<file path="src/blake_settings.svh">
// shared widths, counts and fixed message words of the BLAKE-256 nonce tester
// include in any file that uses these macros
`ifndef BLAKE_SETTINGS_SVH
`define BLAKE_SETTINGS_SVH

`define BLAKE_WORD_BITS   32
`define BLAKE_ROUNDS      8
`define BLAKE_HALF_ROUNDS (2 * `BLAKE_ROUNDS)
`define BLAKE_JOB_BITS    384

// bit count of the 80-byte header, goes into v12 and v13
`define BLAKE_COUNT       32'h0000_0280

// message words 4, 13 and 15
`define BLAKE_PAD_HI      32'h8000_0000
`define BLAKE_PAD_ONE     32'h0000_0001
`define BLAKE_PAD_LEN     32'h0000_0280

// two stages per half-round plus the match register
`define BLAKE_LATENCY     (2 * `BLAKE_HALF_ROUNDS + 1)

`endif

</file>
<file path="src/blake_pkg.sv">
// types, constants and the state setup shared by the BLAKE-256 pipeline
// referenced by scoped names from the RTL and the testbench
`include "blake_settings.svh"

package blake_pkg;

   typedef logic [`BLAKE_WORD_BITS-1:0] word_t;
   typedef word_t [15:0] state_t;
   typedef word_t [7:0] mid_t;
   typedef word_t [2:0] msg_t;

   // mid[7] sits at the top, init_nonce at the bottom
   typedef struct packed {
      mid_t  mid;
      msg_t  msg;
      word_t init_nonce;
   } job_s;

   // shifted as one vector, read back as words
   typedef union packed {
      logic [`BLAKE_JOB_BITS-1:0] bits;
      job_s                       words;
   } job_u;

   localparam word_t const_c [16] = '{
      32'h243F_6A88, 32'h85A3_08D3, 32'h1319_8A2E, 32'h0370_7344,
      32'hA409_3822, 32'h299F_31D0, 32'h082E_FA98, 32'hEC4E_6C89,
      32'h4528_21E6, 32'h38D0_1377, 32'hBE54_66CF, 32'h34E9_0C6C,
      32'hC0AC_29B7, 32'hC97C_50DD, 32'h3F84_D5B5, 32'hB547_0917
   };

   // one row per round, nibble k is the k-th message index
   localparam logic [0:15][3:0] sigma_c [10] = '{
      64'h0123_4567_89AB_CDEF,
      64'hEA48_9FD6_1C02_B753,
      64'hB8C0_52FD_AE36_7194,
      64'h7931_DCBE_265A_40F8,
      64'h9057_24AF_E1BC_683D,
      64'h2C6A_0B83_4D75_FE19,
      64'hC51F_ED4A_0763_928B,
      64'hDB7E_C139_50F4_862A,
      64'h6FE9_B308_C2D7_14A5,
      64'hA284_7615_FB9E_3CD0
   };

   // salt is zero and the high counter word too
   function automatic state_t init_state(input mid_t h);
      state_t v;
      for (int i = 0; i < 8; i++) begin
         v[i] = h[i];
      end
      for (int i = 0; i < 4; i++) begin
         v[8 + i] = const_c[i];
      end
      v[12] = const_c[4] ^ `BLAKE_COUNT;
      v[13] = const_c[5] ^ `BLAKE_COUNT;
      v[14] = const_c[6];
      v[15] = const_c[7];
      return v;
   endfunction

endpackage

</file>
<file path="src/blake_g.sv">
// BLAKE G function on four state words, split over two register stages
// msg_b_i is expected one cycle after msg_a_i
`timescale 1ns/1ps

module blake_g (
   input  logic              clk,
   input  blake_pkg::word_t  a_i,
   input  blake_pkg::word_t  b_i,
   input  blake_pkg::word_t  c_i,
   input  blake_pkg::word_t  d_i,
   input  blake_pkg::word_t  msg_a_i,
   input  blake_pkg::word_t  msg_b_i,
   output blake_pkg::word_t  a_o,
   output blake_pkg::word_t  b_o,
   output blake_pkg::word_t  c_o,
   output blake_pkg::word_t  d_o
);

   localparam int w = $bits(blake_pkg::word_t);

   blake_pkg::word_t a1, b1, c1, d1;
   blake_pkg::word_t a_q, b_q, c_q, d_q;
   blake_pkg::word_t a2, b2, c2, d2;

   function automatic blake_pkg::word_t rotr(input blake_pkg::word_t x, input int n);
      return (x >> n) | (x << (w - n));
   endfunction

   // stage 1, rotations 16 and 12
   always_comb begin
      a1 = a_i + b_i + msg_a_i;
      d1 = rotr(d_i ^ a1, 16);
      c1 = c_i + d1;
      b1 = rotr(b_i ^ c1, 12);
   end

   always_ff @(posedge clk) begin
      a_q <= a1;
      b_q <= b1;
      c_q <= c1;
      d_q <= d1;
   end

   // stage 2, rotations 8 and 7
   always_comb begin
      a2 = a_q + b_q + msg_b_i;
      d2 = rotr(d_q ^ a2, 8);
      c2 = c_q + d2;
      b2 = rotr(b_q ^ c2, 7);
   end

   always_ff @(posedge clk) begin
      a_o <= a2;
      b_o <= b2;
      c_o <= c2;
      d_o <= d2;
   end

endmodule

</file>
<file path="src/blake_half_round.sv">
// one column or diagonal step of the unrolled BLAKE-256 pipeline
// four G units, fixed two-cycle latency, nonce and valid ride alongside
`timescale 1ns/1ps
`include "blake_settings.svh"

module blake_half_round #(
   parameter int step = 0
) (
   input  logic               clk,
   input  logic               rst_n_i,
   input  blake_pkg::state_t  state_i,
   input  blake_pkg::msg_t    msg_i,
   input  blake_pkg::word_t   nonce_i,
   input  logic               valid_i,
   output blake_pkg::state_t  state_o,
   output blake_pkg::word_t   nonce_o,
   output logic               valid_o
);

   // sigma repeats after ten rounds
   localparam int row  = (step / 2) % 10;
   localparam int diag = step % 2;

   blake_pkg::word_t nonce_q;
   logic             valid_q;
   blake_pkg::word_t msg_a [4];
   blake_pkg::word_t msg_b [4];
   blake_pkg::word_t g_a [4];
   blake_pkg::word_t g_b [4];
   blake_pkg::word_t g_c [4];
   blake_pkg::word_t g_d [4];

   // words 0..2 come from the job, 3 is the nonce, the rest is padding
   function automatic blake_pkg::word_t msg_word(input logic [3:0] idx,
                                                 input blake_pkg::msg_t m,
                                                 input blake_pkg::word_t nonce);
      case (idx)
         4'd0, 4'd1, 4'd2: msg_word = m[idx[1:0]];
         4'd3:             msg_word = nonce;
         4'd4:             msg_word = `BLAKE_PAD_HI;
         4'd13:            msg_word = `BLAKE_PAD_ONE;
         4'd15:            msg_word = `BLAKE_PAD_LEN;
         default:          msg_word = '0;
      endcase
   endfunction

   for (genvar g = 0; g < 4; g++) begin : g_unit
      localparam int gi = g + 4 * diag;
      localparam logic [3:0] idx_a = blake_pkg::sigma_c[row][2 * gi];
      localparam logic [3:0] idx_b = blake_pkg::sigma_c[row][2 * gi + 1];

      // each message word is xored with its partner's constant
      assign msg_a[g] = msg_word(idx_a, msg_i, nonce_i) ^ blake_pkg::const_c[idx_b];
      assign msg_b[g] = msg_word(idx_b, msg_i, nonce_q) ^ blake_pkg::const_c[idx_a];

      blake_g u_g (
         .clk     (clk),
         .a_i     (state_i[g]),
         .b_i     (state_i[4 + (g + diag) % 4]),
         .c_i     (state_i[8 + (g + 2 * diag) % 4]),
         .d_i     (state_i[12 + (g + 3 * diag) % 4]),
         .msg_a_i (msg_a[g]),
         .msg_b_i (msg_b[g]),
         .a_o     (g_a[g]),
         .b_o     (g_b[g]),
         .c_o     (g_c[g]),
         .d_o     (g_d[g])
      );
   end

   // results go back to the words they came from
   always_comb begin
      for (int g = 0; g < 4; g++) begin
         state_o[g]                      = g_a[g];
         state_o[4 + (g + diag) % 4]      = g_b[g];
         state_o[8 + (g + 2 * diag) % 4]  = g_c[g];
         state_o[12 + (g + 3 * diag) % 4] = g_d[g];
      end
   end

   always_ff @(posedge clk) begin
      nonce_q <= nonce_i;
      nonce_o <= nonce_q;
   end

   always_ff @(posedge clk) begin
      if (!rst_n_i) begin
         valid_q <= 1'b0;
         valid_o <= 1'b0;
      end else begin
         valid_q <= valid_i;
         valid_o <= valid_q;
      end
   end

endmodule

</file>
<file path="config.mk">
export PLATFORM = sky130hd
export DESIGN_NAME = blake_half_round
export DESIGN_NICKNAME = d
export VERILOG_FILES = /design/src/blake_pkg.sv /design/src/blake_g.sv /design/src/blake_half_round.sv
export VERILOG_INCLUDE_DIRS = /design/src
export SDC_FILE = /design/constraint.sdc
export NUM_CORES = 2
export LEC_CHECK = 0
export ABC_CLOCK_PERIOD_IN_PS = 12700
export BUFFER_PORTS_ARGS = -buffer_cell sky130_fd_sc_hd__buf_2
export CAP_MARGIN = 10
export CORE_AREA = 2 2 460 462
export CTS_BUF_LIST = sky130_fd_sc_hd__clkbuf_8
export CTS_CLUSTER_SIZE = 16
export DETAILED_ROUTE_END_ITERATION = 10
export DIE_AREA = 0 0 462 464
export SLEW_MARGIN = 40
export SYNTH_ARGS = -nofsm -noshare
export SYNTH_HDL_FRONTEND = slang
export SYNTH_SLANG_ARGS = --single-unit
</file>
<file path="constraint.sdc">
create_clock -name clk -period 12.7 [get_ports clk]
set_input_delay 1.905 -clock clk [delete_from_list [all_inputs] [get_ports clk]]
set_output_delay 1.905 -clock clk [all_outputs]
set_load 0.1 [all_outputs]
</file>
==> results.json <==
{
  "status": "complete, no violations",
  "max_freq_mhz": 131,
  "ant_nets": 0,
  "final_common_cell": "buf_2",
  "r2r_end": "g_unit[0].u_g.b_o[15]$_DFF_P_",
  "port_buffers": 1187,
  "arrival_ns": 8.48,
  "path_common_cell": "xor2_1",
  "seq_area_frac_synth_pct": 39.3,
  "multi_input_area_um2": 31600,
  "drt_iter0_drc": 4230,
  "cts_buffer_depth": 3,
  "wire_per_inst_um": 25.8,
  "via_per_inst": 4.79,
  "critical_path_depth": 22,
  "die_y_um": 464,
  "finalSetupViolations": 0,
  "yosys_warnings": 0,
  "grt_pass1_vias": 46500,
  "crit_chain": "buf_2 > fa_1 > inv_1 > ha_1 > nand3_1 > o21ba_2 > a31oi_1 > a221oi_2 > o31ai_1 > a31oi_1 > nor3b_1 > a211oi_1 > xnor2_1 > xor2_1 > ha_1 > a21o_1 > a21oi_1 > inv_1 > o22ai_1 > nor2_1 > xor2_1 > xor2_1",
  "synth-main-ff-cell": "dfxtp_1",
  "drv_cap": 0,
  "fin_nets": 8245,
  "period_needed_ns": 7.66,
  "cts_tree": "yes",
  "start_util_pct": 26.6,
  "gr-usage-met2_pct": 36.3,
  "cts_buffers": 196,
  "grt_antenna_before_repair": 60,
  "dr.pass1.iters": 8,
  "relSlewSlack_pct": 31.3,
  "globalRouteOverflowTotal": 0,
  "ctsResizeCount": 0,
  "finalHoldViolations": 0,
  "path_delay_family": "compound AO/OA/AOI/OAI gates",
  "r2r_slack_ns": 5.52,
  "r2r-start": "g_unit[0].u_g.b_q[3]$_DFF_P_",
  "grt_max_degree": 17,
  "finalSetupTns_ns": 0,
  "critical-path-max-stage-delay_ns": 0.59,
  "worstSkewPairLatency_ns": 1.03,
  "dp_hpwl_um": 223000,
  "fin_skew_ns": 0.0970,
  "worst_pin_slew_ns": 1.02,
  "clk_pin_slew_ns": 0.07,
  "cp-endpoint": "g_unit[0].u_g.b_o[15]$_DFF_P_",
  "crit_path_start_kind": "primary input",
  "ios": 1188,
  "syn-mean-instance-area_um2": 10.1,
  "regArea_um2": 21800,
  "ys_ff_latch": 1090,
  "vias": 47200,
  "hold_class": "register to register",
  "met3_usage_pct": 5.08,
  "grt_setup_unrepaired": "no",
  "fillers": 21600,
  "use_met1_pct": 30.3,
  "startpoint": "msg_i[35]",
  "cts_hold_buf": 0,
  "synth_nets": 6887,
  "ff2ff_path_depth": 22,
  "rows": 168,
  "synth-edff-count": 0,
  "dieArea_um2": 214000,
  "endpoint_kind": "register",
  "slew_viol_final": 0,
  "place_area_um2": 65000,
  "grt_usage_pct": 23.0,
  "final_cell_mix": "1187 x buf_2, 1090 x dfxtp_1, 615 x ha_1",
  "dieWidth_um": 462,
  "crit_required_ns": 13.53,
  "final.period_utilization_pct": 60.3,
  "synth-async-reset-ratio_pct": 0,
  "core_area_um2": 209000,
  "drc": 0,
  "clock-sinks": 1090,
  "post_cts_buffers": 0,
  "syn2layout_area_growth_pct": 25.8,
  "busiest_layer": "met2",
  "routabilityCongestion": 0.994,
  "fin_area_um2": 69800,
  "grt_pass1_wl_um": 348000,
  "drive_gt1_share_pct": 22.5,
  "syn_area_um2": 55500,
  "worstSetupPathType": "primary input to register",
  "worstPathMaxFanout": 4,
  "yosysUniqueCellTypes": 88,
  "synth_cells": 5489,
  "root_buffer": "clkbuf_8",
  "htreeDepth": 4,
  "cpMaxStageDelayCell": "o31ai_1",
  "routed_wl_um": 254000,
  "path_buf_inv": 3
}
## how the worst min path moves through the flow
stage,from,to,slack (ns),cells after the start
5_1_grt,nonce_q[27]$_DFF_P_,nonce_o[27]$_DFF_P_,0.33,0
2_1_floorplan,nonce_q[1]$_DFF_P_,nonce_o[1]$_DFF_P_,0.33,0
3_5_place_dp,nonce_q[8]$_DFF_P_,nonce_o[8]$_DFF_P_,0.37,0
4_1_cts,nonce_q[27]$_DFF_P_,nonce_o[27]$_DFF_P_,0.34,0
3_3_place_gp,nonce_q[7]$_DFF_P_,nonce_o[7]$_DFF_P_,0.37,0
6_report,nonce_q[27]$_DFF_P_,nonce_o[27]$_DFF_P_,0.34,0
## cells by family (layout without fill, tap and decap cells)
group	after synthesis	count (layout)	share of synthesized area (%)
simple gates	819	819	7.24
flops	1090	1090	39.3
other cells	0	23	0
fa+ha+maj	755	755	18.9
xor+xnor	972	972	15.8
buf+inv	588	2113	3.97
compound gates	1265	1265	14.8
## per-layer routing
metal,share of wire [%],vias up
met4,4.1,12
met5,0.030,-
met2,44,2354
met3,8.2,427
met1,43,22800
li1,-,21600
## worst reg2reg max path: stages, from the launching register on
cell and delay (ns):
dfxtp_1 0.43, inv_1 0.15, fa_1 0.53, inv_1 0.04, ha_1 0.33, nand3_1 0.09, o21ba_2 0.21, a31oi_1 0.35
a221oi_2 0.18, o31ai_1 0.60, a31oi_1 0.37, nor3b_1 0.58, a211oi_1 0.24, xnor2_1 0.38, xor2_1 0.44, ha_1 0.37
a21o_1 0.17, a21oi_1 0.22, inv_1 0.07, o22ai_1 0.24, nor2_1 0.13, xor2_1 0.47, xor2_1 0.44
## state kept, by name (all words and copies together) (netlist names)
name	count
valid_o	1
g_unit.u_g.a_q	128
g_unit.u_g.c_q	128
valid_q	1
nonce_q	32
nonce_o	32
g_unit.u_g.a_o	128
g_unit.u_g.b_o	128
g_unit.u_g.c_o	128
g_unit.u_g.d_q	128
g_unit.u_g.d_o	128
g_unit.u_g.b_q	128
## cells in the mapped netlist (11+ instances only)
cell type  instances  share of area (%)
nand3_1           77               0.69
a21boi_0          12               0.16
nand4_1           46               0.52
ha_1             615                 14
xnor3_1           13               0.53
and3_1            37               0.42
or2_2             11               0.12
a31o_2            11               0.17
dfxtp_1         1090                 39
o21ai_0          195                1.8
nand2b_1          47               0.53
nor3_1            48               0.43
o211ai_1          30               0.41
clkbuf_1          27               0.18
a21o_1           252                3.4
o21bai_1          60               0.81
and4_1            14               0.22
or3_1             18               0.20
o21a_1            56               0.76
a31oi_1           51               0.57
and2_1            16               0.18
nor2_1           217                1.5
o31a_1            11               0.17
fa_1             140                5.0
a211oi_1          51               0.69
xor2_1           521                8.2
inv_1            560                3.8
o31ai_1           22               0.30
nor2b_1           60               0.68
a21oi_1          388                3.5
nand2_1          196                1.3
a221o_1           12               0.22
xnor2_1          434                6.8
## layout make-up
class                           count  area share [%]
Timing Repair Buffer             1188            8.52
Multi-Input combinational cell   3811            45.3
Sequential cell                  1090            31.2
Inverter                          560            3.01
Clock buffer                      240            4.73
Tap cell                         2805            5.02
Antenna cell                       23          0.0824
Clock inverter                    125            2.08
## per-stage QoR
step | std cells | setup WS (ns) | hold slack (ns) | utilization [%]
final | 9842 | 5.04 | 0.342 | 33.4
after global routing | 9833 | 4.72 | 0.332 | 33.4
after CTS | 9819 | 5.32 | 0.338 | 33.4
after detailed placement | 9454 | 4.22 | 0.370 | 31.1
after global placement | 9454 | 4.32 | 0.369 | 31.0
after floorplan | 5489 | 5.16 | 0.331 | -
Power is not shown: default switching activity piles up to over one toggle a cycle in this logic, so the estimate is an artifact.
