File: config.mk
export PLATFORM = sky130hd
export DESIGN_NAME = blake_match
export DESIGN_NICKNAME = d
export VERILOG_FILES = /design/src/blake_pkg.sv /design/src/blake_match.sv
export VERILOG_INCLUDE_DIRS = /design/src
export SDC_FILE = /design/constraint.sdc
export NUM_CORES = 1
export LEC_CHECK = 0
export BUFFER_PORTS_ARGS = -buffer_cell sky130_fd_sc_hd__buf_2
export CAP_MARGIN = 25
export CORE_AREA = 2 2 237 239
export DETAILED_ROUTE_END_ITERATION = 8
export DIE_AREA = 0 0 239 241
export GPL_ROUTABILITY_DRIVEN = 1
export HOLD_SLACK_MARGIN = 0.08
export PLACE_DENSITY = 0.3
export SYNTH_ARGS = -nofsm -noshare
export SYNTH_HDL_FRONTEND = slang
export SYNTH_SLANG_ARGS = --single-unit
File: constraint.sdc
create_clock -name clk -period 1.66 [get_ports clk]
set_input_delay 0.332 -clock clk [delete_from_list [all_inputs] [get_ports clk]]
set_output_delay 0.332 -clock clk [all_outputs]
set_load 0.01 [all_outputs]
File: src/blake_settings.svh
// shared widths, counts and fixed message words of the BLAKE-256 nonce tester
// include in any file that uses these macros
`ifndef BLAKE_SETTINGS_SVH
`define BLAKE_SETTINGS_SVH

`define BLAKE_WORD_BITS   32
`define BLAKE_ROUNDS      8
`define BLAKE_HALF_ROUNDS (2 * `BLAKE_ROUNDS)
`define BLAKE_JOB_BITS    384

// bit count of the 80-byte header, goes into v12 and v13
`define BLAKE_COUNT       32'h0000_0280

// message words 4, 13 and 15
`define BLAKE_PAD_HI      32'h8000_0000
`define BLAKE_PAD_ONE     32'h0000_0001
`define BLAKE_PAD_LEN     32'h0000_0280

// two stages per half-round plus the match register
`define BLAKE_LATENCY     (2 * `BLAKE_HALF_ROUNDS + 1)

`endif

File: src/blake_pkg.sv
// types, constants and the state setup shared by the BLAKE-256 pipeline
// referenced by scoped names from the RTL and the testbench
`include "blake_settings.svh"

package blake_pkg;

   typedef logic [`BLAKE_WORD_BITS-1:0] word_t;
   typedef word_t [15:0] state_t;
   typedef word_t [7:0] mid_t;
   typedef word_t [2:0] msg_t;

   // mid[7] sits at the top, init_nonce at the bottom
   typedef struct packed {
      mid_t  mid;
      msg_t  msg;
      word_t init_nonce;
   } job_s;

   // shifted as one vector, read back as words
   typedef union packed {
      logic [`BLAKE_JOB_BITS-1:0] bits;
      job_s                       words;
   } job_u;

   localparam word_t const_c [16] = '{
      32'h243F_6A88, 32'h85A3_08D3, 32'h1319_8A2E, 32'h0370_7344,
      32'hA409_3822, 32'h299F_31D0, 32'h082E_FA98, 32'hEC4E_6C89,
      32'h4528_21E6, 32'h38D0_1377, 32'hBE54_66CF, 32'h34E9_0C6C,
      32'hC0AC_29B7, 32'hC97C_50DD, 32'h3F84_D5B5, 32'hB547_0917
   };

   // one row per round, nibble k is the k-th message index
   localparam logic [0:15][3:0] sigma_c [10] = '{
      64'h0123_4567_89AB_CDEF,
      64'hEA48_9FD6_1C02_B753,
      64'hB8C0_52FD_AE36_7194,
      64'h7931_DCBE_265A_40F8,
      64'h9057_24AF_E1BC_683D,
      64'h2C6A_0B83_4D75_FE19,
      64'hC51F_ED4A_0763_928B,
      64'hDB7E_C139_50F4_862A,
      64'h6FE9_B308_C2D7_14A5,
      64'hA284_7615_FB9E_3CD0
   };

   // salt is zero and the high counter word too
   function automatic state_t init_state(input mid_t h);
      state_t v;
      for (int i = 0; i < 8; i++) begin
         v[i] = h[i];
      end
      for (int i = 0; i < 4; i++) begin
         v[8 + i] = const_c[i];
      end
      v[12] = const_c[4] ^ `BLAKE_COUNT;
      v[13] = const_c[5] ^ `BLAKE_COUNT;
      v[14] = const_c[6];
      v[15] = const_c[7];
      return v;
   endfunction

endpackage

File: src/blake_match.sv
// tests the last hash word for zeros in its low match_bits bits
// registers the hit flag and the nonce that goes with it
`timescale 1ns/1ps

module blake_match #(
   parameter int match_bits = 32
) (
   input  logic               clk,
   input  logic               rst_n_i,
   input  blake_pkg::word_t   mid7_i,
   input  blake_pkg::state_t  state_i,
   input  blake_pkg::word_t   nonce_i,
   input  logic               valid_i,
   output logic               match_o,
   output blake_pkg::word_t   match_nonce_o
);

   blake_pkg::word_t h7;

   // finalization of h7, salt is zero
   assign h7 = mid7_i ^ state_i[7] ^ state_i[15];

   always_ff @(posedge clk) begin
      if (!rst_n_i) begin
         match_o <= 1'b0;
      end else begin
         match_o <= valid_i && (h7[match_bits-1:0] == '0);
      end
   end

   always_ff @(posedge clk) begin
      match_nonce_o <= nonce_i;
   end

endmodule

==> metrics.yaml, run 1 <==
cts:
  clk_path_buf_depth: 2
  clk_pin_slew_ns: 0.06
  postCtsSetupRepairBufs: 0
  cts_hold_buf: 0
  numCtsBuffers: 5
  tritoncts: "yes"
  h-tree-depth: 2
  clkSinkCount: 33
  root_buffer: "clkbuf_16"
finish:
  final_area_sq_um: 3280
  final_common_cell: "buf_2"
  stdcell_count: 996
  nets: 868
  syn_to_final_growth_pct: 153
  fin_util_pct: 5.98
  final_cell_mix: "buf_2, xnor2_1, dfxtp_1"
  drive_gt1_share_pct: 63.3
die:
  io_pins: 612
  fp.coreArea_sq_um: 54900
  initial_utilization_pct: 2.37
  die_h_um: 241
  die_w_um: 239
  row_count: 86
  die_area_sq_um: 57600
critical_path:
  timing.critical_path.buf_inv: 1
  cp.arrival_ns: 1.77
  path_cells: "buf_2 -> xor2_1 -> xnor2_2 -> o2111ai_1 -> or4_4 -> nor4_4"
  cp_slowest_cell: "or4_4"
  crit_type: "input pin to flip-flop"
  cpPeakStageDelay_ns: 0.57
  crit_required_ns: 1.83
  critPathLaunchType: "input pin"
  path_max_fanout: 1
  crit_family: "simple AND/OR/NAND/NOR gates"
  end_kind: "flip-flop"
global_route:
  overflow: 0
  grt_use_total_pct: 2.83
  grt_pass1_wl_mm: 10.8
  grt_max_degree: 11
  antenna_found_initial: 11
  grt_pass1_vias: 1534
routing:
  wl_mm: 8.31
  vias_per_cell: 1.51
  ant_nets: 0
  dr_total_vias: 1505
  drt-wirelength-per-cell_um: 8.34
  dr.first_iter.drc_count: 14
  firstDrtPassIters: 3
  drc_errors: 0
placed_design:
  dpl.hpwl_mm: 7.81
  port_buffers: 163
  dp.cells: 986
  place.gp.congestion: 0.606
  dp_slack_ns: -0.681
  placed_area_sq_um: 3040
power:
  power.density_nw_per_um2: 728
  internal_power_w: 0.00181
  p_comb_share_pct: 21.2
  switchingPower_w: 0.000578
  p_sw_share_pct: 24.2
  seq_power_share_pct: 35.3
  clkPwrFrac_pct: 43.5
  ir_worst_vdd_v: 0.000397
  leakage_nw: 1.24
run_status:
  status: "completed"
yosys:
  synth_warnings: 0
  synth_area_per_cell_sq_um: 11.5
  ys_ff_latch: 33
  synth_cell_type_count: 17
  synth_cells: 113
  syn-num-nets: 692
  synth_seq_area_share_pct: 50.9
  syn-cell-area_sq_um: 1300
sta:
  relSlewSlack_pct: 67.1
  fin_crit_sh_pct: 95.9
  rsz0062_at_grt: "yes"
  finalMaxSlewViolations: 0
  hold_viol: 0
  setup_viol: 0
  fmax_mhz: 628
  worst_slew_pin_slew_ns: 0.491
  period_minus_slack_ns: 1.59
  worst_slack_ns: 0.0673
min_path:
  hp-class: "input pin to flip-flop"
flow_run:
  maxCapViolCount: 0
==> cell type report <==
cell class,count,area [sq um]
well taps,704,881
diodes,3,7.51
clock buffers,5,125
clock inverters,2,35.0
multi-input cells,80,681
fillers,6483,51600
repair buffers,169,890
flip-flops and latches,33,661
==> per-stage QoR <==
stage	TNS, ns	hold slack [ns]	power (W)
after CTS	-0.0199	0.127	0.00250
after global placement	-0.694	0.435	0.00137
after detailed placement	-0.681	0.436	0.00137
after global routing	-0.0858	0.125	0.00256
final	0	0.146	0.00239
after floorplan	0	0.360	0.00106
==> kinds of logic after synthesis <==
family | after synthesis | share of synthesized area (%)
compound gates | 6 | 2.89
xor+xnor | 58 | 39.1
flops | 33 | 50.9
simple gates | 16 | 7.13
==> registers in the layout (all words and copies together), names as in the netlist <==
signal,flops
match_o,1
match_nonce_o,32
==> cells in the mapped netlist <==
master,instances,area [sq um]
nor2_1,2,7.51
or3_1,1,6.26
nor4_1,2,12.5
o21ai_0,1,5.00
dfxtp_1,33,661
nand2_1,3,11.3
a21oi_1,2,10.0
nor3_1,1,5.00
xnor2_1,43,377
a22oi_1,1,7.51
nand3_1,1,5.00
nand4_1,4,25.0
xor2_1,15,131
o22ai_1,1,6.26
nor4_2,1,12.5
or4_1,1,7.51
o2111ai_1,1,8.76
==> routing by layer <==
metal | wire length (um) | track usage (%)
met2 | 3530 | 4.42
met1 | 3230 | 2.89
met3 | 1380 | 2.46
met5 | 70 | 0
met4 | 95 | 0.511
==> power groups by stage <==
| stage | Clock [W] | Sequential [W] | Combinational [W] |
|---|---|---|---|
| after floorplan | 0 | 0.000884 | 0.000172 |
| after CTS | 0.00112 | 0.000844 | 0.000535 |
| after detailed placement | 0 | 0.000861 | 0.000510 |
| after global routing | 0.00114 | 0.000847 | 0.000572 |
| final | 0.00104 | 0.000843 | 0.000506 |
| after global placement | 0 | 0.000861 | 0.000509 |
==> worst paths after layout <==
| kind | start | end | slack [ns] | cells past startpoint |
|---|---|---|---|---|
| worst min-delay path | nonce_i[25] | match_nonce_o[25] | 0.15 | 1 |
| worst max-delay path | mid7_i[8] | match_o | 0.07 | 6 |
==> timing repair <==
item                       CTS  global route
pin swaps                   13             1
setup endpoints to repair    1             1
resized for setup           16             0
Power figures use the tool's default switching activity.
==> inputs of run 2 (changes only) <==
--- a/config.mk
+++ b/config.mk
@@ -6,11 +6,12 @@
 export SDC_FILE = /design/constraint.sdc
 export NUM_CORES = 1
 export LEC_CHECK = 0
+export ABC_AREA = 1
 export BUFFER_PORTS_ARGS = -buffer_cell sky130_fd_sc_hd__buf_2
 export CAP_MARGIN = 25
-export CORE_AREA = 2 2 237 239
+export CORE_AREA = 2 2 241 243
 export DETAILED_ROUTE_END_ITERATION = 8
-export DIE_AREA = 0 0 239 241
+export DIE_AREA = 0 0 243 245
 export GPL_ROUTABILITY_DRIVEN = 1
 export HOLD_SLACK_MARGIN = 0.08
 export PLACE_DENSITY = 0.3
==> metrics.yaml, run 2 <==
die:
  fp.coreArea_sq_um: 57000  # +3.9%
  initial_utilization_pct: 3.21  # +0.84 points
  die_area_sq_um: 59500  # +3.4%
  die_w_um: 243  # +1.7%
  die_h_um: 245  # +1.7%
  io_pins: 612  # unchanged
  row_count: 88  # +2.3%
yosys:
  synth_top_area_cell: "dfxtp_1"
  async_reset_ff_share_pct: 0  # unchanged
  ys_ff_latch: 33  # unchanged
  synth_top_area_share_pct: 36.1  # -15 points
  synth_seq_area_share_pct: 36.1  # -15 points
  synth_edf_count: 0  # unchanged
  synth_cells: 311  # +180%
  synthTopCellsByArea: "dfxtp_1, nand2_1, inv_1, nand3_1, xnor2_1"
  synth_flop_cell: "dfxtp_1"
  syn-num-nets: 890  # +29%
  synth_warnings: 0  # unchanged
  yosysMostFrequentCell: "nand2_1"
  synthTopCellsByCount: "nand2_1, inv_1, dfxtp_1, nand3_1, nor2_1"
  synth_area_per_cell_sq_um: 5.89  # -49%
  syn-cell-area_sq_um: 1830  # +41%
  synth_cell_type_count: 11  # -6
critical_path:
  critPathLaunchType: "input pin"
  path_max_fanout: 2  # +1
  crit_required_ns: 1.89  # +0.06 ns
  crit_type: "input pin to flip-flop"
  end_kind: "flip-flop"
  cp.arrival_ns: 1.41  # -0.36 ns
routing:
  dr_total_vias: 2296  # +53%
  dr.first_iter.drc_count: 46  # +32
  vias_per_cell: 1.83  # +21%
  firstDrtPassIters: 6  # +3
  drt-wirelength-per-cell_um: 8.32  # -0.24%
  drc_errors: 0  # unchanged
  ant_nets: 0  # unchanged
  wl_mm: 10.4  # +26%
sta:
  finalMaxSlewViolations: 0  # unchanged
  period_minus_slack_ns: 1.19  # -0.404 ns
  fin_tns_setup_ns: 0  # unchanged
  relSlewSlack_pct: 67.4  # +0.30 points
  fin_crit_sh_pct: 71.6  # -24 points
  hold_viol: 0  # unchanged
  rsz0062_at_grt: "no"
  worst_slew_pin_slew_ns: 0.486  # -0.00450 ns
  setup_viol: 0  # unchanged
  worst_slack_ns: 0.471  # +0.404 ns
  fmax_mhz: 841  # +34%
global_route:
  grt_use_total_pct: 3.36  # +0.53 points
  grt_pass1_vias: 2032  # +32%
  overflow: 0  # unchanged
  antenna_found_initial: 17  # +6
  grt_max_degree: 11  # unchanged
  grt_pass1_wl_mm: 13.6  # +26%
power:
  ir_worst_vdd_v: 0.000411  # +3.5%
  p_sw_share_pct: 26.3  # +2.1 points
  internal_power_w: 0.00183  # +1.1%
  power.total_w: 0.00248  # +4.0%
  switchingPower_w: 0.000654  # +13%
  p_comb_share_pct: 21.0  # -0.2 points
  seq_power_share_pct: 33.9  # -1.4 points
  leakage_nw: 1.95  # +56%
  clkPwrFrac_pct: 45.2  # +1.7 points
  power.density_nw_per_um2: 652  # -10%
cts:
  h-tree-depth: 2  # unchanged
  clkSinkCount: 33  # unchanged
  cts_hold_buf: 0  # unchanged
  tritoncts: "yes"
  clk_pin_slew_ns: 0.06  # about the same
  postCtsSetupRepairBufs: 0  # unchanged
  root_buffer: "clkbuf_16"
  clk_path_buf_depth: 2  # unchanged
  numCtsBuffers: 5  # unchanged
  cts_resized: 0  # -16
finish:
  regMostFlops: "match_nonce_o"
  syn_to_final_growth_pct: 108
  nets: 1063  # +22%
  drive_gt1_share_pct: 35.7  # -28 points
  final_cell_mix: "buf_2, nand2_1, inv_1"
  multi_input_comb_area_sq_um: 885  # +30%
  fin_util_pct: 6.67  # +0.70 points
  largest_register_ffs: 32  # unchanged
  stdcell_count: 1253  # +26%
  final_common_cell: "buf_2"
  regArea_sq_um: 661  # unchanged
  reg.largest.list: "match_nonce_o x32, match_o x1"
  fillers: 6835  # +5.4%
run_status:
  status: "completed"
placed_design:
  port_buffers: 163  # unchanged
  dp.cells: 1242  # +26%
  dp_slack_ns: 0.0845  # +0.766 ns
  place.gp.congestion: 0.692  # +14%
  dpl.hpwl_mm: 9.76  # +25%
flow_run:
  maxCapViolCount: 0  # unchanged
min_path:
  hp-class: "input pin to flip-flop"
-- run 2: cell types whose count changed in the layout (fill, tap and decap cells not counted), moves of 7 or more --
cell	before	now
xor2_1	15	4
nand2_1	3	139
nand3_1	0	21
nand3b_1	0	7
xnor2_1	42	9
inv_1	0	76
nor2_1	2	17
-- run 2: routing by layer --
metal	vias up	track usage (%)	part of all wire (%)
li1	1243	-	-
met1	910	4.44	47
met2	132	5.41	43
met3	11	1.05	8.8
met4	0	0.541	1.2
met5	-	0	0
-- run 2: kinds of logic after synthesis --
| group | Yosys count | share of synthesized area, % |
|---|---|---|
| xor+xnor | 13 | 6.22 |
| buf+inv | 76 | 15.6 |
| simple gates | 186 | 41.3 |
| compound gates | 3 | 0.820 |
| flops | 33 | 36.1 |
-- run 2: cell type report --
type	instances	area share, %
clock buffers	7	3.75
flip-flops and latches	33	17.4
well taps	765	25.1
repair buffers	166	22.0
inverters	76	7.50
multi-input cells	202	23.2
diodes	3	0.197
clock inverters	1	0.789
-- run 2: power by group through the flow --
stage                     combinational [W]  clock, W  sequential, W
final                              0.000521   0.00112       0.000841
after global routing               0.000606   0.00122       0.000844
after CTS                          0.000547   0.00120       0.000841
after detailed placement           0.000545         0       0.000859
after global placement             0.000543         0       0.000859
after floorplan                    0.000206         0       0.000884
-- run 2: worst max-delay path: stages --
cell     delay [ns]
buf_2          0.09
inv_1          0.03
nand2_1        0.07
nand2_1        0.06
nand2_1        0.05
nand2_1        0.04
nor2_1         0.11
buf_4          0.14
nand2_1        0.05
nor2_1         0.17
nand3_1        0.16
nor2_1         0.11
-- run 2: worst paths after layout --
check	from	to	slack, ns	cells after the start
setup / recovery	mid7_i[9]	match_o	0.47	12
hold / removal	nonce_i[26]	match_nonce_o[26]	0.14	1
-- run 2: per-stage QoR --
stage / hold WS (ns) / area [sq um]
after floorplan: 0.360 / 1830
after global placement: 0.435 / 3630
after detailed placement: 0.436 / 3630
after CTS: 0.121 / 3800
after global routing: 0.123 / 3800
final: 0.141 / 3810
