**src/blake_settings.svh**
```systemverilog
// shared widths, counts and fixed message words of the BLAKE-256 nonce tester
// include in any file that uses these macros
`ifndef BLAKE_SETTINGS_SVH
`define BLAKE_SETTINGS_SVH

`define BLAKE_WORD_BITS   32
`define BLAKE_ROUNDS      8
`define BLAKE_HALF_ROUNDS (2 * `BLAKE_ROUNDS)
`define BLAKE_JOB_BITS    384

// bit count of the 80-byte header, goes into v12 and v13
`define BLAKE_COUNT       32'h0000_0280

// message words 4, 13 and 15
`define BLAKE_PAD_HI      32'h8000_0000
`define BLAKE_PAD_ONE     32'h0000_0001
`define BLAKE_PAD_LEN     32'h0000_0280

// two stages per half-round plus the match register
`define BLAKE_LATENCY     (2 * `BLAKE_HALF_ROUNDS + 1)

`endif

```
**src/blake_pkg.sv**
```systemverilog
// types, constants and the state setup shared by the BLAKE-256 pipeline
// referenced by scoped names from the RTL and the testbench
`include "blake_settings.svh"

package blake_pkg;

   typedef logic [`BLAKE_WORD_BITS-1:0] word_t;
   typedef word_t [15:0] state_t;
   typedef word_t [7:0] mid_t;
   typedef word_t [2:0] msg_t;

   // mid[7] sits at the top, init_nonce at the bottom
   typedef struct packed {
      mid_t  mid;
      msg_t  msg;
      word_t init_nonce;
   } job_s;

   // shifted as one vector, read back as words
   typedef union packed {
      logic [`BLAKE_JOB_BITS-1:0] bits;
      job_s                       words;
   } job_u;

   localparam word_t const_c [16] = '{
      32'h243F_6A88, 32'h85A3_08D3, 32'h1319_8A2E, 32'h0370_7344,
      32'hA409_3822, 32'h299F_31D0, 32'h082E_FA98, 32'hEC4E_6C89,
      32'h4528_21E6, 32'h38D0_1377, 32'hBE54_66CF, 32'h34E9_0C6C,
      32'hC0AC_29B7, 32'hC97C_50DD, 32'h3F84_D5B5, 32'hB547_0917
   };

   // one row per round, nibble k is the k-th message index
   localparam logic [0:15][3:0] sigma_c [10] = '{
      64'h0123_4567_89AB_CDEF,
      64'hEA48_9FD6_1C02_B753,
      64'hB8C0_52FD_AE36_7194,
      64'h7931_DCBE_265A_40F8,
      64'h9057_24AF_E1BC_683D,
      64'h2C6A_0B83_4D75_FE19,
      64'hC51F_ED4A_0763_928B,
      64'hDB7E_C139_50F4_862A,
      64'h6FE9_B308_C2D7_14A5,
      64'hA284_7615_FB9E_3CD0
   };

   // salt is zero and the high counter word too
   function automatic state_t init_state(input mid_t h);
      state_t v;
      for (int i = 0; i < 8; i++) begin
         v[i] = h[i];
      end
      for (int i = 0; i < 4; i++) begin
         v[8 + i] = const_c[i];
      end
      v[12] = const_c[4] ^ `BLAKE_COUNT;
      v[13] = const_c[5] ^ `BLAKE_COUNT;
      v[14] = const_c[6];
      v[15] = const_c[7];
      return v;
   endfunction

endpackage

```
**src/blake_job_loader.sv**
```systemverilog
// serial job register, one bit per clock while shift_i is high, MSB first
// the rest of the core reads the same register as words
`timescale 1ns/1ps

module blake_job_loader (
   input  logic              clk,
   input  logic              shift_i,
   input  logic              din_i,
   output blake_pkg::job_u   job_o,
   output blake_pkg::word_t  init_nonce_o
);

   localparam int job_bits = $bits(blake_pkg::job_u);

   blake_pkg::job_u job_q;

   // first bit in ends up at the top of the midstate
   always_ff @(posedge clk) begin
      if (shift_i) begin
         job_q.bits <= {job_q.bits[job_bits-2:0], din_i};
      end
   end

   assign job_o        = job_q;
   assign init_nonce_o = job_q.words.init_nonce;

endmodule

```
**config.mk**
```make
export PLATFORM = sky130hd
export DESIGN_NAME = blake_job_loader
export DESIGN_NICKNAME = d
export VERILOG_FILES = /design/src/blake_pkg.sv /design/src/blake_job_loader.sv
export VERILOG_INCLUDE_DIRS = /design/src
export SDC_FILE = /design/constraint.sdc
export NUM_CORES = 1
export LEC_CHECK = 0
export BUFFER_PORTS_ARGS = -buffer_cell sky130_fd_sc_hd__buf_2
export CAP_MARGIN = 40
export CORE_MARGIN = 10
export CORE_UTILIZATION = 44
export CTS_BUF_LIST = sky130_fd_sc_hd__clkbuf_8 sky130_fd_sc_hd__clkbuf_16
export CTS_CLUSTER_DIAMETER = 80
export DETAILED_ROUTE_END_ITERATION = 16
export HOLD_SLACK_MARGIN = 0.03
export PLACE_DENSITY = 0.8
export SLEW_MARGIN = 5
export SYNTH_ARGS = -nofsm -noshare
export SYNTH_HDL_FRONTEND = slang
export SYNTH_SLANG_ARGS = --single-unit
```
**constraint.sdc**
```tcl
create_clock -name clk -period 0.8 [get_ports clk]
set_clock_uncertainty 0.2 [all_clocks]
set_input_delay 0.16 -clock clk [delete_from_list [all_inputs] [get_ports clk]]
set_output_delay 0.16 -clock clk [all_outputs]
set_load 0.05 [all_outputs]
```
==> results of run 1 <==
cell type report:
class                 count  area (um^2)
Clock buffer             42         1050
Clock inverter           30          255
Fill cell              1134         5250
Sequential cell         384        11500
Tap cell                335          419
Timing Repair Buffer    684         7700
what timing repair did:
item / CTS / global route
endpoints found under the hold margin: 190 / 93
endpoints found under the setup margin: 799 / 799
resized for setup: 694 / 180
setup buffers: 152 / 144
Yosys cell counts:
master,n,area [um^2]
sky130_fd_sc_hd__buf_4,32,240
sky130_fd_sc_hd__edfxtp_1,384,11500
routing by layer:
layer | GRT usage | part of all wire | vias up
met5 | 0 | 0 | -
li1 | - | - | 3041
met4 | 0.0659 | 0.025 | 0
met1 | 0.282 | 0.35 | 3925
met3 | 0.109 | 0.14 | 72
met2 | 0.403 | 0.49 | 680
path summary, 6_finish.rpt:
check,startpoint,end,slack [ns],cells after the start
setup / recovery,job_o[274],job_o[274],-0.82,1
hold reg to reg,job_o[228],job_o[229],0.28,0
setup reg to reg,job_o[274],job_o[275],-0.38,1
hold / removal,shift_i,job_o[295],-0.11,2
metrics by stage:
stage | setup TNS, ns | instance area, um^2 | cells
2_1_floorplan | -207.52 | 11900 | 416
4_1_cts | -348.94 | 19900 | 1416
3_3_place_gp | -228.83 | 15300 | 1191
5_1_grt | -383.47 | 21000 | 1475
3_5_place_dp | -238.18 | 15300 | 1191
6_report | -368.97 | 21000 | 1475
power by group:
| part | leakage (nW) | switching [W] | internal [W] | total [W] |
|---|---|---|---|---|
| Sequential | 3.76 | 0.00122 | 0.0235 | 0.0247 |
| Combinational | 4.16 | 0.00549 | 0.00332 | 0.00881 |
| Clock | 0.652 | 0.00819 | 0.0108 | 0.0190 |
cell families after synthesis:
logic type	Yosys count	share of synthesized area
buffers and inverters	32	0.0204
DFF	384	0.980
==> qor.tcl, run 1 <==
set qor(floorplan.rows) 59
set qor(cell_at_the_slowest_stage_of_the_critical_path) {sky130_fd_sc_hd__edfxtp_1}
set qor(fin_crit_sh) 2.03
set qor(cell_area_after_synthesis_mm2) 0.0118
set qor(clock_sinks) 384
set qor(grt.total_usage) 0.243
set qor(grt_max_degree) 27
set qor(synthesis.nets) 419
set qor(yosys_warnings) 0
set qor(worst_pin_slew_ns) 0.339
set qor(worst_skew_pair.late_latency_ns) 0.53
set qor(final-setup-viol-count) 799
set qor(worst_ir_drop_vdd_mv) 2.15
set qor(cell_at_the_root_of_the_clock_tree) {sky130_fd_sc_hd__clkbuf_16}
set qor(fp.dieArea_mm2) 0.0337
set qor(grt_pass1_vias) 7780
set qor(remaining_drc_errors) 0
set qor(final_number_of_hold_violating_endpoints) 64
set qor(syn_area_per_cell_um2) 28.3
set qor(post_layout_minimum_cycle_time_ns) 1.62
set qor(io_buffers) 418
set qor(number_of_i_o_pins) 419
set qor(per_cell_via_count_in_the_routed_design) 5.23
set qor(fin_hold_ws_ns) -0.109
set qor(timing.critical_path.cells) {buf_12}
set qor(violations_in_the_final_reports) {hold timing, setup timing}
set qor(clock_pin_slew_of_the_registers_on_the_worst_case_setup_and_hold_paths_ns) 0.06
set qor(cp_data_arrival_time_ns) 1.26
set qor(diodes) 0
set qor(timing.max_slew.rel_slack) 0.774
set qor(area_growth_pct) 78.0
set qor(cts_htree_levels) 2
set qor(holdCritPathClass) {in2reg}
set qor(multi_input_area_um2) 0
set qor(pre_cts_ws_ns) -0.415
set qor(maxCapViolCount) 0
set qor(grt.overflow.total) 0
set qor(cts_tree) {yes}
set qor(max-clock-path-buffers) 3
set qor(cts_buffers) 40
set qor(core_area_mm2) 0.0262
set qor(grt_first_pass_wirelength_mm) 59.5
set qor(layout_commonest_cell) {sky130_fd_sc_hd__buf_6}
set qor(critical_path_buf_inv_count) 1
set qor(crit_path_max_incr_delay_ns) 0.53
set qor(power_density_over_the_cells_mw_per_mm2) 2510
set qor(floorplan.die.height_um) 184
set qor(place_hpwl_mm) 23.7
set qor(gp_routability_congestion) 0.823
set qor(detailedRoute.firstPassIterationCount) 4
set qor(holdBufCountCts) 1
set qor(num_vias) 7718
set qor(post_synth_inst_count) 416
set qor(dr.first_iter.drc_count) 840
set qor(synth.ff_latch_count) 384
set qor(run_status) {finished, violations left}
set qor(layout.core_utilization) 0.800
set qor(final_antenna_net_count) 0
set qor(crit_family) {flip-flops}
set qor(effective_utilization_at_floorplan) 0.449
set qor(crit_required_ns) 0.44
set qor(multi_input_comb_cells) 0
set qor(report.power.total_w) 0.0525
set qor(layout_common_cells) {sky130_fd_sc_hd__buf_6 (494), sky130_fd_sc_hd__edfxtp_1 (384), sky130_fd_sc_hd__buf_4 (131)}
set qor(path_max_fanout) 2
set qor(leakagePower_nw) 8.57
set qor(fp.dieW_um) 184
set qor(yosys.cell_types.count) 2
set qor(clock.fmax_mhz) 616
set qor(antenna_found_initial) 0
set qor(num-nets-final) 1113
set qor(final_slew_viol_count) 0
set qor(wl_per_cell_um) 32.3
set qor(worst_setup_path_end_kind) {output pin}
set qor(rsz_0062_raised_after_global_routing) {yes}
set qor(final_critical_path_setup_slack_ns) -0.824
set qor(setup.worst_path.class) {reg2out}
set qor(detail_route.wirelength_mm) 47.6
set qor(start_kind) {flop}
set qor(largest_register_ffs) 384
set qor(post_route_cells_drive_above_1_share) 0.649
set qor(synth_sequential_area_ratio) 0.980
Note: power is estimated with default switching activity, not from simulation.
==> run 2, diff against run 1 <==
--- a/config.mk
+++ b/config.mk
@@ -15,6 +15,7 @@
 export DETAILED_ROUTE_END_ITERATION = 16
 export HOLD_SLACK_MARGIN = 0.03
 export PLACE_DENSITY = 0.8
+export SETUP_SLACK_MARGIN = 0.4
 export SLEW_MARGIN = 5
 export SYNTH_ARGS = -nofsm -noshare
 export SYNTH_HDL_FRONTEND = slang
==> run 2 against run 1 <==
Effect of this change:
- the run still ends with hold timing, setup timing left
- sequential share of layout area fell by 2.2 points
- setup slack got worse by 0.025 ns
- wire length increased by 7.7%
- sequential power barely moved
- clock power barely moved
- register-to-register slack got worse by 0.13 ns
- first-iteration DRC count down 4.9%
==> qor.tcl, run 2 (synthesis results as in run 1) <==
set qor(run_status) {finished, violations left}
set qor(violations_in_the_final_reports) {hold timing, setup timing}
set qor(maxCapViolCount) 0 ;# unchanged
set qor(multi_input_comb_cells) 0 ;# unchanged
set qor(grt.overflow.total) 0 ;# unchanged
set qor(floorplan.die.height_um) 184 ;# unchanged
set qor(crit_required_ns) 0.44 ;# about the same
set qor(cts_tree) {yes}
set qor(switching_power_of_the_nets_w) 0.0152 ;# +2.1%
set qor(fp.dieArea_mm2) 0.0337 ;# unchanged
set qor(layout.core_utilization) 0.832 ;# +0.0327
set qor(largest_register_ffs) 384 ;# unchanged
set qor(effective_utilization_at_floorplan) 0.449 ;# unchanged
set qor(area_growth_pct) 85.3
set qor(crit_family) {flip-flops}
set qor(wl_per_cell_um) 33.1 ;# +2.7%
set qor(max-clock-path-buffers) 3 ;# unchanged
set qor(routed-wl-met2_mm) 25.0 ;# +8.0%
set qor(crit_path_max_incr_delay_ns) 0.55 ;# +0.02 ns
set qor(final_cell_count_no_fill) 1548 ;# +4.9%
set qor(cell_at_the_slowest_stage_of_the_critical_path) {sky130_fd_sc_hd__edfxtp_1}
set qor(multi_input_area_um2) 0 ;# unchanged
set qor(worst_setup_path_end_kind) {output pin}
set qor(post_layout_minimum_cycle_time_ns) 1.65 ;# +0.0252 ns
set qor(fin_hold_ws_ns) -0.335 ;# -0.226 ns
set qor(fill_cells) 1033 ;# -8.9%
set qor(grt_pass1_vias) 7792 ;# +0.15%
set qor(power_density_over_the_cells_mw_per_mm2) 2440 ;# -2.7%
set qor(antenna_found_initial) 1 ;# +1
set qor(clock.fmax_mhz) 606 ;# -1.5%
set qor(detailedRoute.firstPassIterationCount) 5 ;# +1
set qor(grt_first_pass_wirelength_mm) 59.1 ;# -0.65%
set qor(path_max_fanout) 2 ;# unchanged
set qor(worst_pin_slew_ns) 0.353 ;# +0.0148 ns
set qor(cell_at_the_root_of_the_clock_tree) {sky130_fd_sc_hd__clkbuf_16}
set qor(worst_ir_drop_vdd_mv) 1.89 ;# -12%
set qor(cts_buffers) 40 ;# unchanged
set qor(cts_htree_levels) 2 ;# unchanged
set qor(pre_cts_ws_ns) -0.415 ;# unchanged
set qor(top_layer_used) {met4}
set qor(clock_pin_slew_of_the_registers_on_the_worst_case_setup_and_hold_paths_ns) 0.07 ;# about the same
set qor(num_vias) 8177 ;# +5.9%
set qor(io_buffers) 418 ;# unchanged
set qor(timing.max_slew.rel_slack) 0.764 ;# -0.00985
set qor(drt-met1-wl_mm) 17.5 ;# +5.5%
set qor(leakagePower_nw) 9.02 ;# +5.3%
set qor(cp_data_arrival_time_ns) 1.29 ;# +0.03 ns
set qor(layout_common_cells) {sky130_fd_sc_hd__buf_6 (578), sky130_fd_sc_hd__edfxtp_1 (384), sky130_fd_sc_hd__buf_4 (120)}
set qor(floorplan.rows) 59 ;# unchanged
set qor(timing.critical_path.cells) {buf_12}
set qor(power_frac_seq) 0.465 ;# -0.005
set qor(cellInternalPower_w) 0.0380 ;# +0.94%
set qor(fp.dieW_um) 184 ;# unchanged
set qor(seqCellArea_mm2) 0.0115 ;# unchanged
set qor(setup.worst_path.class) {reg2out}
set qor(grt.total_usage) 0.242 ;# -0.00124
set qor(sw_frac_of_total) 0.286 ;# +0.00226
set qor(start_kind) {flop}
set qor(worst_skew_pair.late_latency_ns) 0.53 ;# about the same
set qor(gp_routability_congestion) 0.823 ;# unchanged
set qor(met3WireLength_mm) 7.46 ;# +11%
set qor(place_inst) 1191 ;# unchanged
set qor(power_frac_comb) 0.175 ;# +0.007
set qor(critical_path_buf_inv_count) 1 ;# unchanged
set qor(num-nets-final) 1185 ;# +6.5%
set qor(post_route_cells_drive_above_1_share) 0.671 ;# +0.0217
set qor(clock_sinks) 384 ;# unchanged
set qor(per_cell_via_count_in_the_routed_design) 5.28 ;# +0.95%
set qor(final_critical_path_setup_slack_ns) -0.849 ;# -0.0252 ns
set qor(clockPowerShare) 0.359 ;# -0.003
set qor(core_area_mm2) 0.0262 ;# unchanged
set qor(grt_max_degree) 27 ;# unchanged
set qor(number_of_i_o_pins) 419 ;# unchanged
set qor(detail_route.wirelength_mm) 51.3 ;# +7.7%
set qor(dr.first_iter.drc_count) 799 ;# -4.9%
set qor(final_antenna_net_count) 0 ;# unchanged
set qor(final_number_of_hold_violating_endpoints) 41 ;# -36%
set qor(final_slew_viol_count) 0 ;# unchanged
set qor(remaining_drc_errors) 0 ;# unchanged
set qor(rsz_0062_raised_after_global_routing) {yes}
set qor(fin_crit_sh) 2.06 ;# +0.0315
set qor(place_hpwl_mm) 23.7 ;# unchanged
set qor(final-setup-viol-count) 799 ;# unchanged
set qor(holdCritPathClass) {in2reg}
set qor(layout_commonest_cell) {sky130_fd_sc_hd__buf_6}
[run 2: final cells by class]
type                  instances  area share
Tap cell                    335      0.0192
Clock buffer                 42      0.0482
Antenna cell                  1    0.000115
Clock inverter               30      0.0117
Timing Repair Buffer        756       0.392
Sequential cell             384       0.529
[run 2: power groups by stage]
stage | Sequential, W | Clock, W | Combinational [W]
detailed placement | 0.0246 | 0 | 0.00637
floorplan | 0.0280 | 0 | 0.000491
global placement | 0.0246 | 0 | 0.00630
CTS | 0.0244 | 0.0185 | 0.00809
finish | 0.0247 | 0.0191 | 0.00934
global route | 0.0248 | 0.0200 | 0.00952
[run 2: metrics by stage]
| step | cell area (um^2) | total power, W | TNS (ns) |
|---|---|---|---|
| after floorplan | 11900 | 0.0285 | -207.52 |
| after global placement | 15300 | 0.0309 | -228.83 |
| after detailed placement | 15300 | 0.0310 | -238.18 |
| after CTS | 19900 | 0.0510 | -348.94 |
| after global routing | 21800 | 0.0543 | -393.69 |
| final | 21800 | 0.0532 | -380.54 |
[run 2: final timing paths]
check / start / end / slack [ns] / cells after the start
min reg2reg: job_o[228] / job_o[229] / 0.28 / 0
max reg2reg: job_o[369] / job_o[370] / -0.51 / 3
max: job_o[274] / job_o[274] / -0.85 / 1
min: din_i / job_o[0] / -0.33 / 1
[run 2: repair_timing]
item,4_1_cts,5_1_grt
buffers inserted,152,132
endpoints found under the setup margin,1183,1183
resized for setup,694,264
endpoints found under the hold margin,190,94
[run 2: layer usage]
layer  vias to the layer above  track usage
met2                       755        0.401
met5                         -            0
li1                       3184            -
met4                         0       0.0705
met3                        82        0.107
met1                      4156        0.280
==> run 3, diff against run 2 <==
--- a/config.mk
+++ b/config.mk
@@ -10,7 +10,6 @@
 export CAP_MARGIN = 40
 export CORE_MARGIN = 10
 export CORE_UTILIZATION = 44
-export CTS_BUF_LIST = sky130_fd_sc_hd__clkbuf_8 sky130_fd_sc_hd__clkbuf_16
 export CTS_CLUSTER_DIAMETER = 80
 export DETAILED_ROUTE_END_ITERATION = 16
 export HOLD_SLACK_MARGIN = 0.03
==> run 3 against run 2 <==
Effect of this change:
- the run still ends with hold timing, setup timing left
- setup slack got worse by 0.0022 ns
- highest routed layer unchanged
- sequential share of layout area hardly changed
- critical endpoint unchanged
- sequential power hardly changed
- die area unchanged
==> qor.tcl, run 3 (synthesis results as in run 1) <==
set qor(setup.worst_path.class) {reg2out}
set qor(grt_max_degree) 27 ;# unchanged
set qor(holdCritPathClass) {in2reg}
set qor(path_max_fanout) 2 ;# unchanged
set qor(critical_path_buf_inv_count) 1 ;# unchanged
set qor(final_slew_viol_count) 0 ;# unchanged
set qor(switching_power_of_the_nets_w) 0.0151 ;# -0.72%
set qor(num_vias) 8121 ;# -0.68%
set qor(layout_commonest_cell) {sky130_fd_sc_hd__buf_6}
set qor(rsz_0062_raised_after_global_routing) {yes}
set qor(dr.first_iter.drc_count) 865 ;# +8.3%
set qor(place_inst) 1191 ;# unchanged
set qor(sw_frac_of_total) 0.284 ;# -0.00176
set qor(floorplan.die.height_um) 184 ;# unchanged
set qor(cp_data_arrival_time_ns) 1.29 ;# about the same
set qor(violations_in_the_final_reports) {hold timing, setup timing}
set qor(cell_at_the_slowest_stage_of_the_critical_path) {sky130_fd_sc_hd__edfxtp_1}
set qor(grt.met3_usage) 0.112 ;# +0.00553
set qor(crit_required_ns) 0.44 ;# about the same
set qor(core_area_mm2) 0.0262 ;# unchanged
set qor(final_cell_count_no_fill) 1548 ;# unchanged
set qor(run_status) {finished, violations left}
set qor(timing.max_slew.rel_slack) 0.756 ;# -0.00836
set qor(worst_ir_drop_vdd_mv) 1.89 ;# -0.36%
set qor(layout_common_cells) {sky130_fd_sc_hd__buf_6 (579), sky130_fd_sc_hd__edfxtp_1 (384), sky130_fd_sc_hd__buf_4 (120)}
set qor(clock_sinks) 384 ;# unchanged
set qor(gp_routability_congestion) 0.823 ;# unchanged
set qor(detail_route.wirelength_mm) 50.8 ;# -0.98%
set qor(fp.dieW_um) 184 ;# unchanged
set qor(clock_pin_slew_of_the_registers_on_the_worst_case_setup_and_hold_paths_ns) 0.07 ;# about the same
set qor(post_route_cells_drive_above_1_share) 0.671 ;# about the same
set qor(grt_first_pass_wirelength_mm) 59.1 ;# -0.12%
set qor(final_critical_path_setup_slack_ns) -0.851 ;# -0.00221 ns
set qor(io_buffers) 418 ;# unchanged
set qor(cts_htree_levels) 2 ;# unchanged
set qor(antenna_found_initial) 0 ;# -1
set qor(worst_pin_slew_ns) 0.366 ;# +0.0125 ns
set qor(power_density_over_the_cells_mw_per_mm2) 2440 ;# -0.14%
set qor(cell_at_the_root_of_the_clock_tree) {sky130_fd_sc_hd__clkbuf_16}
set qor(effective_utilization_at_floorplan) 0.449 ;# unchanged
set qor(floorplan.rows) 59 ;# unchanged
set qor(wl_per_cell_um) 32.8 ;# -0.98%
set qor(grtUsageMet1) 0.273 ;# -0.00682
set qor(start_kind) {flop}
set qor(diodes) 0 ;# -1
set qor(timing.critical_path.cells) {buf_12}
set qor(grt_pass1_vias) 7791 ;# -0.013%
set qor(worst_setup_path_end_kind) {output pin}
set qor(crit_path_max_incr_delay_ns) 0.55 ;# about the same
set qor(final-setup-viol-count) 799 ;# unchanged
set qor(per_cell_via_count_in_the_routed_design) 5.25 ;# -0.68%
set qor(area_growth_pct) 85.4 ;# about the same
set qor(cts_buffers) 40 ;# unchanged
set qor(num-nets-final) 1186 ;# +0.084%
set qor(fin_hold_ws_ns) -0.328 ;# +0.00676 ns
set qor(leakagePower_nw) 9.01 ;# -0.12%
set qor(cts_tree) {yes}
set qor(multi_input_comb_cells) 0 ;# unchanged
set qor(detailedRoute.firstPassIterationCount) 5 ;# unchanged
set qor(grt.overflow.total) 0 ;# unchanged
set qor(final_antenna_net_count) 0 ;# unchanged
set qor(multi_input_area_um2) 0 ;# unchanged
set qor(post_layout_minimum_cycle_time_ns) 1.65 ;# +0.00221 ns
set qor(power_frac_seq) 0.465 ;# about the same
set qor(largest_register_ffs) 384 ;# unchanged
set qor(busiest_layer) {met2}
set qor(global_route.usage.met2) 0.404 ;# +0.00353
set qor(grt.total_usage) 0.241 ;# -0.000848
set qor(maxCapViolCount) 0 ;# unchanged
set qor(worst_skew_pair.late_latency_ns) 0.52 ;# about the same
set qor(clockPowerShare) 0.359 ;# about the same
set qor(layout.core_utilization) 0.833 ;# about the same
set qor(number_of_i_o_pins) 419 ;# unchanged
set qor(crit_family) {flip-flops}
set qor(fp.dieArea_mm2) 0.0337 ;# unchanged
set qor(cellInternalPower_w) 0.0380 ;# +0.14%
set qor(power_frac_comb) 0.176 ;# about the same
set qor(place_hpwl_mm) 23.7 ;# unchanged
set qor(fin_crit_sh) 2.06 ;# +0.00276
set qor(final_number_of_hold_violating_endpoints) 41 ;# unchanged
set qor(remaining_drc_errors) 0 ;# unchanged
set qor(max-clock-path-buffers) 3 ;# unchanged
set qor(clock.fmax_mhz) 606 ;# -0.13%
-- run 3: cell types whose count changed in the layout (fill, tap and decap cells not counted), sizes merged --
cell,change
diode,-1
buf,+1
inv,-4
clkbuf,+4
-- run 3: worst paths after layout --
check,start,to,slack (ns),depth (start not counted)
max,job_o[274],job_o[274],-0.85,1
min,din_i,job_o[0],-0.33,1
min reg2reg,job_o[249],job_o[250],0.28,0
max reg2reg,job_o[251],job_o[252],-0.51,3
-- run 3: cell type report --
cell class,count,area (um^2)
clock buffer,46,1070
clock inverter,26,240
fill,1011,4390
sequential,384,11500
tap,335,419
timing repair buffer,757,8560
-- run 3: what timing repair did --
item,4_1_cts,5_1_grt
setup endpoints to repair,1183,1183
buffers inserted,152,133
resized for setup,694,265
endpoints found under the hold margin,190,104
-- run 3: through the flow --
step	setup TNS (ns)	area [um^2]	setup WS [ns]	power [W]
floorplan	-207.52	11900	-0.434	0.0285
global placement	-228.83	15300	-0.400	0.0309
detailed placement	-238.18	15300	-0.415	0.0310
CTS	-348.93	19900	-0.839	0.0511
global route	-393.46	21800	-0.862	0.0543
finish	-379.46	21800	-0.851	0.0532
-- run 3: per-layer routing --
metal,vias to the layer above,wire (um)
li1,3182,-
met1,4171,17300
met2,709,25500
met3,59,7170
met4,0,804
met5,-,0
-- run 3: power by group through the flow --
| stage | Clock (W) | Sequential [W] | Combinational, W |
|---|---|---|---|
| 3_3_place_gp | 0 | 0.0246 | 0.00630 |
| 3_5_place_dp | 0 | 0.0246 | 0.00637 |
| 2_1_floorplan | 0 | 0.0280 | 0.000491 |
| 5_1_grt | 0.0200 | 0.0248 | 0.00951 |
| 4_1_cts | 0.0186 | 0.0244 | 0.00809 |
| 6_report | 0.0191 | 0.0247 | 0.00933 |
